$ cat src/design/udp_tx_cfg.svh
`ifndef UDP_TX_CFG_SVH
`define UDP_TX_CFG_SVH

// Payload bytes carried by every datagram
// Eighteen bytes give a 64 byte frame without any padding
`define UDP_DATA_BYTES 18

// System clocks per nibble on the PHY side, never below 2
`define UDP_PHY_DIVIDER 4

// Interframe gap in nibble times, 12 byte times on the wire
`define UDP_GAP_NIBBLES 24

// Preamble nibbles including the start-of-frame delimiter
`define UDP_PREAMBLE_NIBBLES 16

// Protocol constants for the Ethernet and IPv4 headers
`define UDP_ETHER_TYPE_IPV4 16'h0800
`define UDP_IP_TOS 8'h0C
`define UDP_IP_TTL 8'hFF
`define UDP_IP_PROTOCOL 8'd17

// Reflected form of the CRC-32 polynomial 0x04C11DB7
`define UDP_CRC_POLY 32'hEDB88320

`endif

$ cat src/design/udp_hdr_pkg.sv
`include "udp_tx_cfg.svh"

package udp_hdr_pkg;

    // Address and port types, all in network byte order
    typedef logic [47:0] mac_addr_t;
    typedef logic [31:0] ip_addr_t;
    typedef logic [15:0] port_t;

    // Ethernet II header, 14 bytes
    typedef struct packed {
        mac_addr_t   dest_mac;
        mac_addr_t   src_mac;
        logic [15:0] ether_type;
    } eth_header_t;

    // IPv4 header without options, 20 bytes, as laid out in RFC 791
    typedef struct packed {
        logic [3:0]  version;
        logic [3:0]  ihl;
        logic [7:0]  type_of_service;
        logic [15:0] total_length;
        logic [15:0] identification;
        logic [2:0]  flags;
        logic [12:0] fragment_offset;
        logic [7:0]  time_to_live;
        logic [7:0]  protocol;
        logic [15:0] header_checksum;
        ip_addr_t    src_ip;
        ip_addr_t    dest_ip;
    } ip_header_t;

    // UDP header, 8 bytes, as laid out in RFC 768
    typedef struct packed {
        port_t       src_port;
        port_t       dest_port;
        logic [15:0] length;
        logic [15:0] checksum;
    } udp_header_t;

    // Whole frame without preamble and FCS
    // The first byte on the wire sits in the most significant position
    typedef struct packed {
        eth_header_t                    eth;
        ip_header_t                     ip;
        udp_header_t                    udp;
        logic [8*`UDP_DATA_BYTES-1:0]   payload;
    } frame_t;

    localparam int FRAME_BYTES = $bits(frame_t) / 8;

endpackage

$ cat src/design/udp_tx_ctrl_pkg.sv
package udp_tx_ctrl_pkg;

    // States of the PHY side sequencer
    // Idle waits for a frame, preamble covers the SFD too,
    // body carries frame and FCS nibbles, gap holds the line quiet
    typedef enum logic [1:0] {
        TX_IDLE,
        TX_PREAMBLE,
        TX_BODY,
        TX_GAP
    } tx_state_t;

    // Phases of the serializer
    // Data walks the stored frame, FCS shifts out the finished CRC
    typedef enum logic {
        SER_DATA,
        SER_FCS
    } ser_phase_t;

endpackage

$ cat src/design/frame_serializer.sv
`include "udp_tx_cfg.svh"

module frame_serializer (
    input  logic                 clk,
    input  logic                 reset,
    input  logic                 frame_valid,
    input  udp_hdr_pkg::frame_t  frame,
    input  logic                 advance,
    output logic [3:0]           nibble,
    output logic                 last
);
    import udp_hdr_pkg::*;
    import udp_tx_ctrl_pkg::*;

    localparam int FRAME_BITS   = 8 * FRAME_BYTES;
    localparam int DATA_NIBBLES = 2 * FRAME_BYTES;
    localparam int FCS_NIBBLES  = 8;
    localparam int CNT_W        = $clog2(DATA_NIBBLES);

    localparam logic [CNT_W-1:0] LAST_DATA = CNT_W'(DATA_NIBBLES - 1);
    localparam logic [CNT_W-1:0] LAST_FCS  = CNT_W'(FCS_NIBBLES - 1);

    typedef logic [15:0][31:0] crc_table_t;

    // Remainder table for one nibble of the reflected CRC
    // Each entry is its index pushed through four bit steps
    function automatic crc_table_t build_crc_table();
        crc_table_t tbl;
        logic [31:0] r;
        for (int i = 0; i < 16; i++) begin
            r = 32'(i);
            for (int j = 0; j < 4; j++) begin
                r = r[0] ? ((r >> 1) ^ `UDP_CRC_POLY) : (r >> 1);
            end
            tbl[i] = r;
        end
        return tbl;
    endfunction

    localparam crc_table_t CRC_TABLE = build_crc_table();

    ser_phase_t       phase;
    logic [CNT_W-1:0] count;
    logic [FRAME_BITS-1:0] swapped;
    logic [FRAME_BITS-1:0] shift_reg;
    logic [31:0]      crc;
    logic [31:0]      crc_next;
    logic [3:0]       data_nibble;

    // Low nibble of each byte goes first, so swap the halves of every byte
    // Afterwards the wire order is simply top nibble first
    always_comb begin
        for (int b = 0; b < FRAME_BYTES; b++) begin
            swapped[8*b +: 8] = {frame[8*b +: 4], frame[8*b+4 +: 4]};
        end
    end

    assign data_nibble = shift_reg[FRAME_BITS-1 -: 4];

    // Fold the nibble being sent into the running CRC
    assign crc_next = (crc >> 4) ^ CRC_TABLE[crc[3:0] ^ data_nibble];

    // In the FCS phase the register already holds the complemented CRC
    // and its low nibble is the next one on the wire
    assign nibble = (phase == SER_DATA) ? data_nibble : crc[3:0];
    assign last   = (phase == SER_FCS) && (count == LAST_FCS);

    always_ff @(posedge clk) begin
        if (reset) begin
            phase <= SER_DATA;
            count <= '0;
        end else if (frame_valid) begin
            phase <= SER_DATA;
            count <= '0;
        end else if (advance) begin
            if (phase == SER_DATA && count == LAST_DATA) begin
                phase <= SER_FCS;
                count <= '0;
            end else if (!last) begin
                count <= count + 1'b1;
            end
        end
    end

    // Frame storage and CRC are payload and are set up by frame_valid
    always_ff @(posedge clk) begin
        if (frame_valid) begin
            shift_reg <= swapped;
            crc       <= 32'hFFFF_FFFF;
        end else if (advance) begin
            shift_reg <= shift_reg << 4;
            if (phase == SER_DATA) begin
                // The final data nibble also finishes the CRC with its complement
                crc <= (count == LAST_DATA) ? ~crc_next : crc_next;
            end else begin
                crc <= crc >> 4;
            end
        end
    end

endmodule

$ cat src/design/phy_tx_sequencer.sv
`include "udp_tx_cfg.svh"

module phy_tx_sequencer (
    input  logic        clk,
    input  logic        reset,
    input  logic        frame_valid,
    input  logic [3:0]  nibble,
    input  logic        last,
    output logic        advance,
    output logic        ready,
    output logic        tx_en,
    output logic [3:0]  tx_d
);
    import udp_tx_ctrl_pkg::*;

    localparam int DIV_W = $clog2(`UDP_PHY_DIVIDER);
    localparam int CNT_MAX = (`UDP_GAP_NIBBLES > `UDP_PREAMBLE_NIBBLES) ?
        `UDP_GAP_NIBBLES : `UDP_PREAMBLE_NIBBLES;
    localparam int CNT_W = $clog2(CNT_MAX + 1);

    localparam logic [DIV_W-1:0] DIV_LAST = DIV_W'(`UDP_PHY_DIVIDER - 1);
    localparam logic [CNT_W-1:0] SFD_CNT  = CNT_W'(`UDP_PREAMBLE_NIBBLES - 1);
    localparam logic [CNT_W-1:0] GAP_CNT  = CNT_W'(`UDP_GAP_NIBBLES);

    // Preamble nibbles are 0x5, the delimiter ends on 0xD
    localparam logic [3:0] PREAMBLE_NIB = 4'h5;
    localparam logic [3:0] SFD_NIB      = 4'hD;

    tx_state_t        state;
    logic [DIV_W-1:0] div_cnt;
    logic             strobe;
    logic [CNT_W-1:0] cnt;

    // Free running divider, one strobe per nibble time
    always_ff @(posedge clk) begin
        if (reset || div_cnt == DIV_LAST) begin
            div_cnt <= '0;
        end else begin
            div_cnt <= div_cnt + 1'b1;
        end
    end

    assign strobe = (div_cnt == DIV_LAST);

    // The serializer steps on the same edge that tx_d takes its nibble
    assign advance = strobe && (state == TX_BODY);

    always_ff @(posedge clk) begin
        if (reset) begin
            state <= TX_IDLE;
            cnt   <= '0;
            ready <= 1'b1;
            tx_en <= 1'b0;
            tx_d  <= 4'h0;
        end else begin
            case (state)
                TX_IDLE: begin
                    if (frame_valid) begin
                        ready <= 1'b0;
                        cnt   <= '0;
                        state <= TX_PREAMBLE;
                    end
                end
                TX_PREAMBLE: begin
                    if (strobe) begin
                        tx_en <= 1'b1;
                        if (cnt == SFD_CNT) begin
                            tx_d  <= SFD_NIB;
                            state <= TX_BODY;
                        end else begin
                            tx_d <= PREAMBLE_NIB;
                            cnt  <= cnt + 1'b1;
                        end
                    end
                end
                TX_BODY: begin
                    if (strobe) begin
                        tx_d <= nibble;
                        // Last FCS nibble still gets its full nibble time
                        if (last) begin
                            cnt   <= '0;
                            state <= TX_GAP;
                        end
                    end
                end
                TX_GAP: begin
                    // First strobe here ends the burst, then the gap is counted
                    if (strobe) begin
                        tx_en <= 1'b0;
                        tx_d  <= 4'h0;
                        if (cnt == GAP_CNT) begin
                            ready <= 1'b1;
                            state <= TX_IDLE;
                        end else begin
                            cnt <= cnt + 1'b1;
                        end
                    end
                end
                default: begin
                    state <= TX_IDLE;
                end
            endcase
        end
    end

endmodule

$ cat src/design/udp_header_builder.sv
`include "udp_tx_cfg.svh"

module udp_header_builder (
    input  logic                          clk,
    input  logic                          reset,
    input  logic                          send,
    input  logic [8*`UDP_DATA_BYTES-1:0]  data,
    input  udp_hdr_pkg::mac_addr_t        src_mac,
    input  udp_hdr_pkg::mac_addr_t        dest_mac,
    input  udp_hdr_pkg::ip_addr_t         src_ip,
    input  udp_hdr_pkg::ip_addr_t         dest_ip,
    input  udp_hdr_pkg::port_t            src_port,
    input  udp_hdr_pkg::port_t            dest_port,
    input  logic                          ready,
    output logic                          frame_valid,
    output udp_hdr_pkg::frame_t           frame
);
    import udp_hdr_pkg::*;

    // Length fields follow from the fixed payload size
    localparam int UDP_BYTES = $bits(udp_header_t) / 8 + `UDP_DATA_BYTES;
    localparam int IP_BYTES  = $bits(ip_header_t) / 8 + UDP_BYTES;
    localparam int IP_WORDS  = $bits(ip_header_t) / 16;

    localparam logic [15:0] UDP_LENGTH   = 16'(UDP_BYTES);
    localparam logic [15:0] IP_TOTAL_LEN = 16'(IP_BYTES);

    logic        send_prev;
    logic        accept;
    eth_header_t eth_hdr;
    ip_header_t  ip_hdr;
    udp_header_t udp_hdr;
    frame_t      frame_next;

    // Sum of the header words and the two end-around carry folds
    logic [19:0] csum_acc;
    logic [16:0] csum_fold1;
    logic [15:0] csum_fold2;

    // A new frame starts only on a fresh rising edge while the sender is free
    // Checking frame_valid too covers the cycle before ready falls
    assign accept = send && !send_prev && ready && !frame_valid;

    always_comb begin
        eth_hdr.dest_mac   = dest_mac;
        eth_hdr.src_mac    = src_mac;
        eth_hdr.ether_type = `UDP_ETHER_TYPE_IPV4;

        // Version 4, five words of header, no fragmentation
        ip_hdr.version         = 4'd4;
        ip_hdr.ihl             = 4'd5;
        ip_hdr.type_of_service = `UDP_IP_TOS;
        ip_hdr.total_length    = IP_TOTAL_LEN;
        ip_hdr.identification  = 16'd0;
        ip_hdr.flags           = 3'd0;
        ip_hdr.fragment_offset = 13'd0;
        ip_hdr.time_to_live    = `UDP_IP_TTL;
        ip_hdr.protocol        = `UDP_IP_PROTOCOL;
        ip_hdr.header_checksum = 16'd0;
        ip_hdr.src_ip          = src_ip;
        ip_hdr.dest_ip         = dest_ip;

        // The checksum field is still zero while the words are summed
        csum_acc = 20'd0;
        for (int w = 0; w < IP_WORDS; w++) begin
            csum_acc = csum_acc + {4'd0, ip_hdr[16*w +: 16]};
        end
        // Carries out of bit 15 wrap back into the low end, twice at most
        csum_fold1 = {1'b0, csum_acc[15:0]} + {13'd0, csum_acc[19:16]};
        csum_fold2 = csum_fold1[15:0] + {15'd0, csum_fold1[16]};
        ip_hdr.header_checksum = ~csum_fold2;

        // UDP checksum zero means no checksum for IPv4
        udp_hdr.src_port  = src_port;
        udp_hdr.dest_port = dest_port;
        udp_hdr.length    = UDP_LENGTH;
        udp_hdr.checksum  = 16'd0;

        frame_next.eth     = eth_hdr;
        frame_next.ip      = ip_hdr;
        frame_next.udp     = udp_hdr;
        frame_next.payload = data;
    end

    // Edge detector starts at one so a send held high through reset is no edge
    always_ff @(posedge clk) begin
        if (reset) begin
            send_prev   <= 1'b1;
            frame_valid <= 1'b0;
        end else begin
            send_prev   <= send;
            frame_valid <= accept;
        end
    end

    // Frame contents land together with the frame_valid pulse
    always_ff @(posedge clk) begin
        if (accept) begin
            frame <= frame_next;
        end
    end

endmodule

$ cat src/design/udp_tx_top.sv
`include "udp_tx_cfg.svh"

module udp_tx_top (
    input  logic                          clk,
    input  logic                          reset,
    input  logic                          send,
    input  logic [8*`UDP_DATA_BYTES-1:0]  data,
    input  udp_hdr_pkg::mac_addr_t        src_mac,
    input  udp_hdr_pkg::mac_addr_t        dest_mac,
    input  udp_hdr_pkg::ip_addr_t         src_ip,
    input  udp_hdr_pkg::ip_addr_t         dest_ip,
    input  udp_hdr_pkg::port_t            src_port,
    input  udp_hdr_pkg::port_t            dest_port,
    output logic                          ready,
    output logic                          tx_en,
    output logic [3:0]                    tx_d
);
    import udp_hdr_pkg::*;

    logic       frame_valid;
    frame_t     frame;
    logic       advance;
    logic [3:0] nibble;
    logic       last;

    // Input side, edge detect and header assembly
    udp_header_builder u_builder (
        .clk         (clk),
        .reset       (reset),
        .send        (send),
        .data        (data),
        .src_mac     (src_mac),
        .dest_mac    (dest_mac),
        .src_ip      (src_ip),
        .dest_ip     (dest_ip),
        .src_port    (src_port),
        .dest_port   (dest_port),
        .ready       (ready),
        .frame_valid (frame_valid),
        .frame       (frame)
    );

    // Nibble stream and FCS
    frame_serializer u_serializer (
        .clk         (clk),
        .reset       (reset),
        .frame_valid (frame_valid),
        .frame       (frame),
        .advance     (advance),
        .nibble      (nibble),
        .last        (last)
    );

    // PHY timing, preamble and interframe gap
    phy_tx_sequencer u_sequencer (
        .clk         (clk),
        .reset       (reset),
        .frame_valid (frame_valid),
        .nibble      (nibble),
        .last        (last),
        .advance     (advance),
        .ready       (ready),
        .tx_en       (tx_en),
        .tx_d        (tx_d)
    );

endmodule

$ cat config.mk
export PLATFORM = sky130hd
export DESIGN_NAME = udp_tx_top
export DESIGN_NICKNAME = d
export VERILOG_FILES = /design/src/design/udp_hdr_pkg.sv /design/src/design/udp_tx_ctrl_pkg.sv /design/src/design/frame_serializer.sv /design/src/design/phy_tx_sequencer.sv /design/src/design/udp_header_builder.sv /design/src/design/udp_tx_top.sv
export VERILOG_INCLUDE_DIRS = /design/src /design/src/design
export SDC_FILE = /design/constraint.sdc
export NUM_CORES = 1
export LEC_CHECK = 0
export BUFFER_PORTS_ARGS = -buffer_cell sky130_fd_sc_hd__buf_4
export CORE_ASPECT_RATIO = 0.7
export CORE_MARGIN = 8
export CORE_UTILIZATION = 48
export DETAILED_ROUTE_END_ITERATION = 8
export PLACE_DENSITY = 0.67
export SYNTH_ARGS = -nofsm -noshare
export SYNTH_HDL_FRONTEND = slang
export SYNTH_SLANG_ARGS = --single-unit
$ cat constraint.sdc
create_clock -name clk -period 88.3 [get_ports clk]
set_input_delay 13.245 -clock clk [delete_from_list [all_inputs] [get_ports clk]]
set_output_delay 13.245 -clock clk [all_outputs]
set_load 0.1 [all_outputs]
==> flow_summary.json, run 1 <==
{
  "grt_pass1_vias": 18277,
  "n_antenna_cell": 0,
  "wire_per_inst_um": 19.63,
  "floorplan.initialDensity_pct": 48.46,
  "postCtsHoldBufs": 0,
  "die_h_um": 243.5,
  "cp-start-kind": "input port",
  "final.period_utilization_pct": 24.91,
  "crit_required_ns": 88.66,
  "setup_viol": 0,
  "slew_headroom_pct": 20.88,
  "p_total_mw": 1.033,
  "antenna_found_initial": 3,
  "tns_ns": 0,
  "rows": 83,
  "instances_no_fill": 3442,
  "synthAdderAreaFrac_pct": 3.308,
  "syn_to_final_growth_pct": 18.29,
  "drv_slew": 0,
  "gp_congestion": 0.8995,
  "ys_ff_latch": 889,
  "dpl.cell_count": 3287,
  "num_vias": 17634,
  "die_w_um": 341.0,
  "period_minus_slack_ns": 21.99,
  "via_per_inst": 5.123,
  "cts_buffer_depth": 3,
  "ctsHtreeMaxLevel": 3,
  "cp.arrival_ns": 22.35,
  "seq_area_frac_synth_pct": 73.63,
  "outcome": "finished, final reports clean",
  "path_max_fanout": 9,
  "synthMuxAreaShare_pct": 11.23,
  "cts_tree": "done",
  "drtPass1Iterations": 5,
  "p_leak_nw": 14.68,
  "synth-async-reset-ratio_pct": 0,
  "final-hold-violation-count": 0,
  "cts.sinks": 889,
  "ys.flop_type": "edfxtp_1",
  "drt_iter0_drc": 1145,
  "grt_max_degree": 193,
  "track_usage_pct": 15.82,
  "drc": 0,
  "powerDensity_nw_per_um2": 24.61,
  "cpMostUsedCell": "a21oi_1",
  "syn-num-nets": 2449,
  "clockRootBuffer": "clkbuf_16",
  "grt_pass1_wl_um": 104400,
  "core_area_um2": 73210,
  "hpwl_um": 43620,
  "tightest_slew_ns": 1.187,
  "crit_type": "input port to register",
  "synth-edff-count": 832,
  "synth.avg_cell_area_um2": 17.50,
  "portBuffers": 344,
  "vdd_drop_max_mv": 0.01694,
  "cts_resized": 0,
  "synth_top_family_by_area": "multiplexers",
  "cts-buffers-inserted": 85,
  "critPathSlowestCell": "or4_4",
  "max_cap_viol_count": 0,
  "wirelength_um": 67570,
  "ys_types": 68,
  "skew_ns": 0.01877,
  "reg2reg_from": "u_sequencer.div_cnt[0]",
  "worstSetupStartpoint": "dest_ip[0]",
  "clk_pin_slew_ns": 0.07,
  "nFillCells": 5630,
  "drive_above_1_share_pct": 35.21,
  "yosysWarningCount": 0,
  "synth_cells": 2027,
  "grt.overflow.total": 0,
  "clk-insertion-delay-late_ns": 0.63,
  "setup.worst_path.end_class": "register",
  "synth_compound_area_share_pct": 3.170,
  "io_pins": 345,
  "grt_setup_unrepaired": "false",
  "synth_xor_area_share_pct": 2.507,
  "drtAntennaViolNets": 0,
  "max_stage_delay_ns": 0.71,
  "largest_reg_flops": 480,
  "post-cts-setup-buffers": 0,
  "fin_nets": 2819,
  "hp-class": "register to register",
  "die-area_um2": 83020,
  "min-delay-start": "u_sequencer.div_cnt[0]",
  "yosys.area_share.simple_pct": 4.577,
  "ff2ff_setup_slack_ns": 84.02,
  "fmax_mhz": 45.47,
  "syn_area_um2": 35480
}
## final timing paths
kind,end,depth (start not counted)
worst max register to register,u_serializer.shift_reg[95],6
worst max-delay path,u_builder.frame[285],38
worst min-delay path,u_sequencer.div_cnt[0],1
worst min register to register,u_sequencer.div_cnt[0],1
## placed cells by master, fill, tap and decap left out, types with 12 or more instances in the layout
cell type,instances
ha_1,65
o21ai_0,22
clkinv_1,18
nand2_1,24
nor2b_1,109
buf_4,354
or2_2,24
o21bai_1,15
fa_1,18
a211o_1,34
inv_1,72
dfxtp_1,56
nand3_1,12
nor2_1,68
xnor2_1,72
clkbuf_1,19
nor3_1,18
edfxtp_1,832
mux2_2,352
xor2_1,22
clkbuf_16,89
a21oi_1,40
## per-layer routing
layer	vias to the layer above	GRT usage, %	part of all wire [%]
li1	8384	-	-
met1	8817	22.52	46
met2	332	25.02	47
met3	99	3.545	4.5
met4	2	3.349	1.8
met5	-	0	0.019
## layout make-up
class / instances / area (um2) / share of cell area (%)
sequential: 889 / 26130 / 62.26
multi-input combinational: 991 / 8827 / 21.03
timing repair buffer: 358 / 2738 / 6.523
clock buffer: 111 / 2340 / 5.575
tap: 977 / 1222 / 2.913
clock inverter: 44 / 444.2 / 1.058
inverter: 72 / 270.3 / 0.6439
## synth_stat cells, types with 2 or more instances
library cell | number | area [um2]
a21o_1 | 7 | 52.55
o22ai_1 | 4 | 25.02
a211o_1 | 34 | 297.8
nor2b_1 | 109 | 681.9
nand2b_1 | 5 | 31.28
nand2_1 | 25 | 93.84
fa_1 | 18 | 360.4
xor2_1 | 22 | 192.7
a211oi_1 | 10 | 75.07
nor3b_1 | 2 | 15.01
or4b_1 | 2 | 20.02
mux2_2 | 352 | 3964
o21ai_1 | 2 | 10.01
nand3_1 | 12 | 60.06
o21bai_1 | 15 | 112.6
xnor2_1 | 72 | 630.6
o21a_1 | 4 | 30.03
nor4_1 | 4 | 25.02
nor4b_1 | 2 | 17.52
edfxtp_1 | 832 | 24980
o2bb2ai_1 | 2 | 17.52
nor3_1 | 18 | 90.09
and3_1 | 2 | 12.51
nand4_1 | 4 | 25.02
and2_1 | 5 | 31.28
o221ai_1 | 2 | 17.52
o21ai_0 | 22 | 110.1
buf_1 | 2 | 7.510
inv_1 | 72 | 270.3
mux2i_1 | 2 | 20.02
a31oi_1 | 2 | 12.51
or3_1 | 5 | 31.28
clkbuf_1 | 71 | 266.5
nor2_1 | 68 | 255.2
a221oi_1 | 2 | 17.52
ha_1 | 65 | 813.3
or2_2 | 24 | 150.1
dfxtp_1 | 57 | 1141
a21oi_1 | 40 | 200.2
## worst max-delay path: cells and delay by family
family                   cells  cell delay (ns)
AO/OA/AOI/OAI               17             3.49
adder cells (fa/ha/maj)      7             2.34
XOR/XNOR                     3             0.41
AND/OR/NAND/NOR              9             2.68
buffers and inverters        2             0.18
## cells by family (layout without fill, tap and decap cells)
| group | Yosys count | count (layout) |
|---|---|---|
| adders and majority gates | 83 | 83 |
| xor gates and xnor gates | 97 | 97 |
| DFF | 889 | 889 |
| buffers and inverters | 147 | 585 |
| AOI/OAI and AO/OA | 161 | 161 |
| muxes | 354 | 354 |
| and+or+nand+nor | 296 | 296 |
## where the power goes
part	switching (mW)	internal [mW]
sequential	0.00749	0.486
combinational	0.0985	0.0760
clock	0.154	0.211
total	0.260	0.773
## stage by stage
stage	setup WS, ns	hold WS, ns	utilization, %	cell area, um2
floorplan	40.13	0.4084	-	35480
global placement	66.17	0.4158	53.52	39190
detailed placement	65.92	0.4300	53.52	39190
CTS	66.55	0.4394	57.33	41970
global route	65.71	0.4719	57.33	41970
finish	66.31	0.4350	57.33	41970
(Power assumes the default switching activity.)
==> run 2, diff against run 1 <==
--- a/config.mk
+++ b/config.mk
@@ -6,6 +6,7 @@
 export SDC_FILE = /design/constraint.sdc
 export NUM_CORES = 1
 export LEC_CHECK = 0
+export ABC_AREA = 1
 export BUFFER_PORTS_ARGS = -buffer_cell sky130_fd_sc_hd__buf_4
 export CORE_ASPECT_RATIO = 0.7
 export CORE_MARGIN = 8
==> constraint.sdc (replaced) <==
create_clock -name clk -period 20.8 [get_ports clk]
set_input_delay 3.12 -clock clk [delete_from_list [all_inputs] [get_ports clk]]
set_output_delay 3.12 -clock clk [all_outputs]
set_load 0.1 [all_outputs]
==> run 2 against run 1 <==
Against the previous run:
- power grew to 4.3 times the previous value
- non-clock buffer count is 1 higher
- combinational power grew to 4.9 times the previous value
- worst hold slack got worse by 0.0011 ns
- sequential cell count stayed put
- worst setup slack got worse by 55 ns
- critical path depth increased by 9
- largest power group unchanged
==> flow_summary.json, run 2 <==
{
  "outcome": "finished, final reports clean",
  "tns_ns": 0,
  "grt_pass1_vias": 21469,
  "ys_types": 43,
  "track_usage_pct": 17.97,
  "drtAntennaViolNets": 0,
  "met2_length_um": 34650,
  "synth-async-reset-ratio_pct": 0,
  "rr_endpoint": "u_serializer.shift_reg[139]",
  "slew_headroom_pct": 25.60,
  "layout_common_cells": "nand2_1, edfxtp_1, buf_4, inv_1, nor2_1",
  "critPathSlowestCell": "fa_1",
  "synthTopCellsByArea": "edfxtp_1, nand2_1, dfxtp_1",
  "cp.depth": 47,
  "wl_met1_um": 36070,
  "synth_cells": 3106,
  "core_area_um2": 74940,
  "skew_ns": 0.01809,
  "portBuffers": 344,
  "syn_area_um2": 36210,
  "path_max_fanout": 6,
  "cp-start-kind": "input port",
  "ys_ff_latch": 889,
  "final-hold-violation-count": 0,
  "synth_top_area_cell": "edfxtp_1",
  "post-cts-setup-buffers": 0,
  "crit_required_ns": 21.20,
  "gp_congestion": 0.9066,
  "largest_reg_flops": 480,
  "worstSetupStartpoint": "dest_ip[0]",
  "clk_pin_slew_ns": 0.06,
  "io_pins": 345,
  "hpwl_um": 49710,
  "setup_viol": 0,
  "yosys.cell_count.top_type": "nand2_1",
  "nFillCells": 6299,
  "cts.sinks": 889,
  "max_cap_viol_count": 0,
  "drt_iter0_drc": 1902,
  "period_minus_slack_ns": 9.842,
  "grt_pass1_wl_um": 119400,
  "die_w_um": 344.3,
  "drive_above_1_share_pct": 16.12,
  "vdd_drop_max_mv": 0.06864,
  "rows": 84,
  "num_vias": 21915,
  "instances_no_fill": 4509,
  "cp-endpoint": "u_builder.frame[286]",
  "cts_buffer_depth": 3,
  "ctsHtreeMaxLevel": 3,
  "cp.arrival_ns": 10.25,
  "via_per_inst": 4.860,
  "tightest_slew_ns": 1.116,
  "fmax_mhz": 101.6,
  "crit_type": "input port to register",
  "syn-num-nets": 3528,
  "grt_max_degree": 197,
  "ys.flop_type": "edfxtp_1",
  "final_common_cell": "nand2_1",
  "floorplan.initialDensity_pct": 48.32,
  "synth.avg_cell_area_um2": 11.66,
  "max_stage_delay_ns": 0.47,
  "wirelength_um": 76660,
  "seq_area_frac_synth_pct": 72.14,
  "worst-r2r-cell-count": 8,
  "grt.overflow.total": 0,
  "syn_to_final_growth_pct": 17.32,
  "yosysWarningCount": 0,
  "fin_nets": 3871,
  "powerDensity_nw_per_um2": 105.6,
  "clk-insertion-delay-late_ns": 0.65,
  "grt_setup_unrepaired": "false",
  "die-area_um2": 84630,
  "cts_tree": "done",
  "hp-class": "register to register",
  "dpl.cell_count": 4352,
  "cts_resized": 0,
  "setup.worst_path.end_class": "register",
  "drv_slew": 0,
  "antenna_found_initial": 2,
  "final.period_utilization_pct": 47.31,
  "drtPass1Iterations": 5,
  "reg2reg_from": "u_sequencer.div_cnt[0]",
  "clockRootBuffer": "clkbuf_16",
  "crit_buf_inv": 4,
  "path_delay_family": "simple AND/OR/NAND/NOR gates",
  "cts-buffers-inserted": 84,
  "drc": 0,
  "cpMostUsedCell": "nand2_1",
  "ff2ff_setup_slack_ns": 16.46,
  "top_layer_used": "met4",
  "synth-edff-count": 832,
  "p_leak_nw": 17.77,
  "route.met3.wl_um": 4513,
  "postCtsHoldBufs": 0,
  "wire_per_inst_um": 17.00,
  "yosysTopAreaCellShare_pct": 68.99,
  "die_h_um": 245.8,
  "synth_common_cells": "nand2_1, edfxtp_1, inv_1"
}
run 2: cell types whose count changed after synthesis, sizes merged, moves of 53 or more:
cell,change
nor2b,-109
nand2,+1211
a21oi,+53
mux2,-352
inv,+211
nor2,+115
xnor2,-55
run 2: layout make-up:
cell class / instances / area (um2) / area share, %
multi-input combinational: 1831 / 8652 / 20.37
antenna: 2 / 5.005 / 0.01178
tap: 989 / 1237 / 2.913
sequential: 889 / 26130 / 61.50
inverter: 284 / 1081 / 2.545
clock buffer: 104 / 2208 / 5.198
timing repair buffer: 359 / 2745 / 6.462
clock inverter: 51 / 425.4 / 1.001
run 2: metrics by stage:
step	worst slack, ns	cell area [um2]	util [%]	hold WS (ns)	power [mW]
6_report	10.96	42480	56.69	0.4338	4.486
5_1_grt	10.13	42480	56.69	0.4660	4.716
4_1_cts	11.04	42480	56.69	0.4393	4.528
3_5_place_dp	10.34	39840	53.17	0.4297	3.040
3_3_place_gp	10.50	39840	53.17	0.4176	3.027
2_1_floorplan	3.090	36220	-	0.4084	2.835
run 2: logic make-up after synthesis:
group / count (synthesis) / synth area share, %
buffers and inverters: 386 / 4.001
flip-flops: 889 / 72.14
adder cells (fa/ha/maj): 83 / 3.241
AND/OR/NAND/NOR: 1528 / 16.90
AO/OA/AOI/OAI: 181 / 2.754
XOR/XNOR: 39 / 0.9640
run 2: layer usage:
| metal | vias to the layer above | GRT usage (%) |
|---|---|---|
| li1 | 10948 | - |
| met1 | 10365 | 26.35 |
| met2 | 502 | 27.49 |
| met3 | 100 | 3.804 |
| met4 | 0 | 4.281 |
| met5 | - | 0 |
run 2: where the power goes:
part / total [mW] / internal, mW / switching (mW)
Combinational: 0.865 / 0.288 / 0.577
Clock: 1.48 / 0.813 / 0.668
Sequential: 2.14 / 2.11 / 0.0347
run 2: worst min path at each step:
stage               cells past startpoint                    from  slack [ns]                      to
detailed placement                      1  u_sequencer.div_cnt[0]        0.43  u_sequencer.div_cnt[0]
global route                            1  u_sequencer.div_cnt[0]        0.47  u_sequencer.div_cnt[0]
global placement                        1  u_sequencer.div_cnt[0]        0.42  u_sequencer.div_cnt[0]
CTS                                     1  u_sequencer.div_cnt[0]        0.44  u_sequencer.div_cnt[0]
finish                                  1  u_sequencer.div_cnt[0]        0.43  u_sequencer.div_cnt[0]
floorplan                               1  u_sequencer.div_cnt[0]        0.41  u_sequencer.div_cnt[0]
run 2: worst register-to-register path: stages (launching register included):
cell,delay [ns]
dfxtp_1,0.33
ha_1,0.36
nand2_1,0.25
inv_1,0.13
nor2_1,0.05
buf_4,0.26
inv_8,0.55
buf_4,0.93
buf_4,1.02
==> run 3, diff against run 2 <==
--- a/config.mk
+++ b/config.mk
@@ -12,7 +12,7 @@
 export CORE_MARGIN = 8
 export CORE_UTILIZATION = 48
 export DETAILED_ROUTE_END_ITERATION = 8
-export PLACE_DENSITY = 0.67
+export PLACE_DENSITY = 0.69
 export SYNTH_ARGS = -nofsm -noshare
 export SYNTH_HDL_FRONTEND = slang
 export SYNTH_SLANG_ARGS = --single-unit
==> constraint.sdc (replaced) <==
create_clock -name clk -period 9 [get_ports clk]
set_input_delay 1.35 -clock clk [delete_from_list [all_inputs] [get_ports clk]]
set_output_delay 1.35 -clock clk [all_outputs]
set_load 0.1 [all_outputs]
==> run 3 against run 2 <==
Against the previous run:
- routed wire length is 1.2% higher
- worst setup slack worse by 10 ns
- first-iteration DRC count fell by 6.2%
- largest cell class unchanged
- combinational power up 130%
- cell count is 0.22% lower
==> flow_summary.json, run 3 (synthesis gave the netlist of run 2 again) <==
{
  "via_per_inst": 4.869,
  "grt_setup_unrepaired": "false",
  "grt_pass1_wl_um": 119700,
  "cp.arrival_ns": 8.61,
  "powerDensity_nw_per_um2": 245.1,
  "drc": 0,
  "cts_buffer_depth": 3,
  "io_pins": 345,
  "rows": 84,
  "crit_type": "input port to register",
  "grt_pass1_vias": 21345,
  "track_usage_pct": 18.09,
  "antenna_found_initial": 4,
  "die_h_um": 245.8,
  "final.period_utilization_pct": 91.40,
  "final_common_cell": "nand2_1",
  "layout_common_cells": "nand2_1, edfxtp_1, buf_4, inv_1, nor2_1",
  "max_stage_delay_ns": 0.48,
  "hp-class": "register to register",
  "placed_cell_area_um2": 39860,
  "cts_tree": "done",
  "core_area_um2": 74940,
  "largest_reg_flops": 480,
  "critPathSlowestCell": "fa_1",
  "pwr-share-comb_pct": 19.5,
  "skew_ns": 0.01448,
  "die_w_um": 344.3,
  "portBuffers": 344,
  "path_max_fanout": 6,
  "setup_viol": 0,
  "setup.worst_path.end_class": "register",
  "switching_share_pct": 28.39,
  "p_leak_nw": 17.80,
  "cts.sinks": 889,
  "clk_pin_slew_ns": 0.06,
  "clockRootBuffer": "clkbuf_16",
  "drtPass1Iterations": 5,
  "wire_per_inst_um": 17.24,
  "p_total_mw": 10.42,
  "drv_slew": 0,
  "slew_headroom_pct": 21.71,
  "die-area_um2": 84630,
  "drive_above_1_share_pct": 16.17,
  "hpwl_um": 50640,
  "num_vias": 21906,
  "p_sw_mw": 2.959,
  "gp_congestion": 0.8785,
  "clk-insertion-delay-late_ns": 0.64,
  "ff2ff_setup_slack_ns": 4.93,
  "syn_to_final_growth_pct": 17.43,
  "wirelength_um": 77580,
  "postCtsHoldBufs": 0,
  "stdcell_area_um2": 42520,
  "clockPowerShare_pct": 33.1,
  "seqPwrFrac_pct": 47.4,
  "tightest_slew_ns": 1.174,
  "outcome": "finished, final reports clean",
  "crit_required_ns": 9.39,
  "ctsHtreeMaxLevel": 3,
  "cpMostUsedCell": "nand2_1",
  "grt_max_degree": 223,
  "p_int_mw": 7.465,
  "drt_iter0_drc": 1784,
  "final-hold-violation-count": 0,
  "fmax_mhz": 121.6,
  "post-cts-setup-buffers": 0,
  "cp-start-kind": "input port",
  "period_minus_slack_ns": 8.226,
  "floorplan.initialDensity_pct": 48.32,
  "drtAntennaViolNets": 0,
  "vdd_drop_max_mv": 0.1341,
  "grt.overflow.total": 0,
  "cts-buffers-inserted": 84,
  "fin_nets": 3869,
  "max_cap_viol_count": 0,
  "dpl.cell_count": 4350,
  "instances_no_fill": 4499
}
[run 3: power groups by stage]
stage	Clock, mW	Combinational [mW]	Sequential [mW]
after floorplan	0	1.41	5.09
after global routing	3.68	2.29	4.97
after detailed placement	0	2.02	5.03
final	3.45	2.03	4.94
after global placement	0	2.00	5.02
after CTS	3.53	2.03	4.94
[run 3: through the flow]
| stage | hold slack [ns] | setup WS (ns) | TNS (ns) | utilization [%] |
|---|---|---|---|---|
| after floorplan | 0.4084 | -1.392 | -490.07 | - |
| after global placement | 0.4256 | 0.4800 | 0 | 53.20 |
| after detailed placement | 0.4245 | 0.1212 | 0 | 53.20 |
| after CTS | 0.4402 | 0.7731 | 0 | 56.74 |
| after global routing | 0.4653 | 0.01998 | 0 | 56.74 |
| final | 0.4449 | 0.7741 | 0 | 56.75 |
[run 3: cell type report]
cell class | count | area [um2]
Sequential cell | 889 | 26130
Timing Repair Buffer | 357 | 2743
Antenna cell | 3 | 7.507
Inverter | 284 | 1097
Fill cell | 6195 | 32410
Clock inverter | 48 | 455.4
Clock buffer | 98 | 2197
Tap cell | 989 | 1237
Multi-Input combinational cell | 1831 | 8657
[run 3: final timing paths]
path / from / to / depth (start not counted)
setup / recovery: dest_ip[0] / u_builder.frame[286] / 47
hold / removal: u_sequencer.div_cnt[0] / u_sequencer.div_cnt[0] / 1
setup reg to reg: u_sequencer.div_cnt[0] / u_serializer.shift_reg[242] / 8
hold reg to reg: u_sequencer.div_cnt[0] / u_sequencer.div_cnt[0] / 1
[run 3: worst max-delay path: cells and delay by family]
| family | cells | cell delay [ns] |
|---|---|---|
| buffers and inverters | 4 | 0.25 |
| adder cells (fa/ha/maj) | 8 | 2.42 |
| AND/OR/NAND/NOR | 23 | 2.53 |
| XOR/XNOR | 2 | 0.38 |
| AO/OA/AOI/OAI | 10 | 1.69 |
[run 3: repair_timing]
action / in CTS / in global routing
resized for setup: 0 / 1
setup endpoints to repair: 0 / 2
hold endpoints to repair: 0 / 0
[run 3: metal layers]
| metal | vias to the layer above | wire length [um] | track usage (%) |
|---|---|---|---|
| met1 | 10355 | 37380 | 27.24 |
| met4 | 2 | 1343 | 4.318 |
| met3 | 98 | 3990 | 3.318 |
| met2 | 507 | 34840 | 27.24 |
| li1 | 10944 | - | - |
| met5 | - | 13 | 0 |
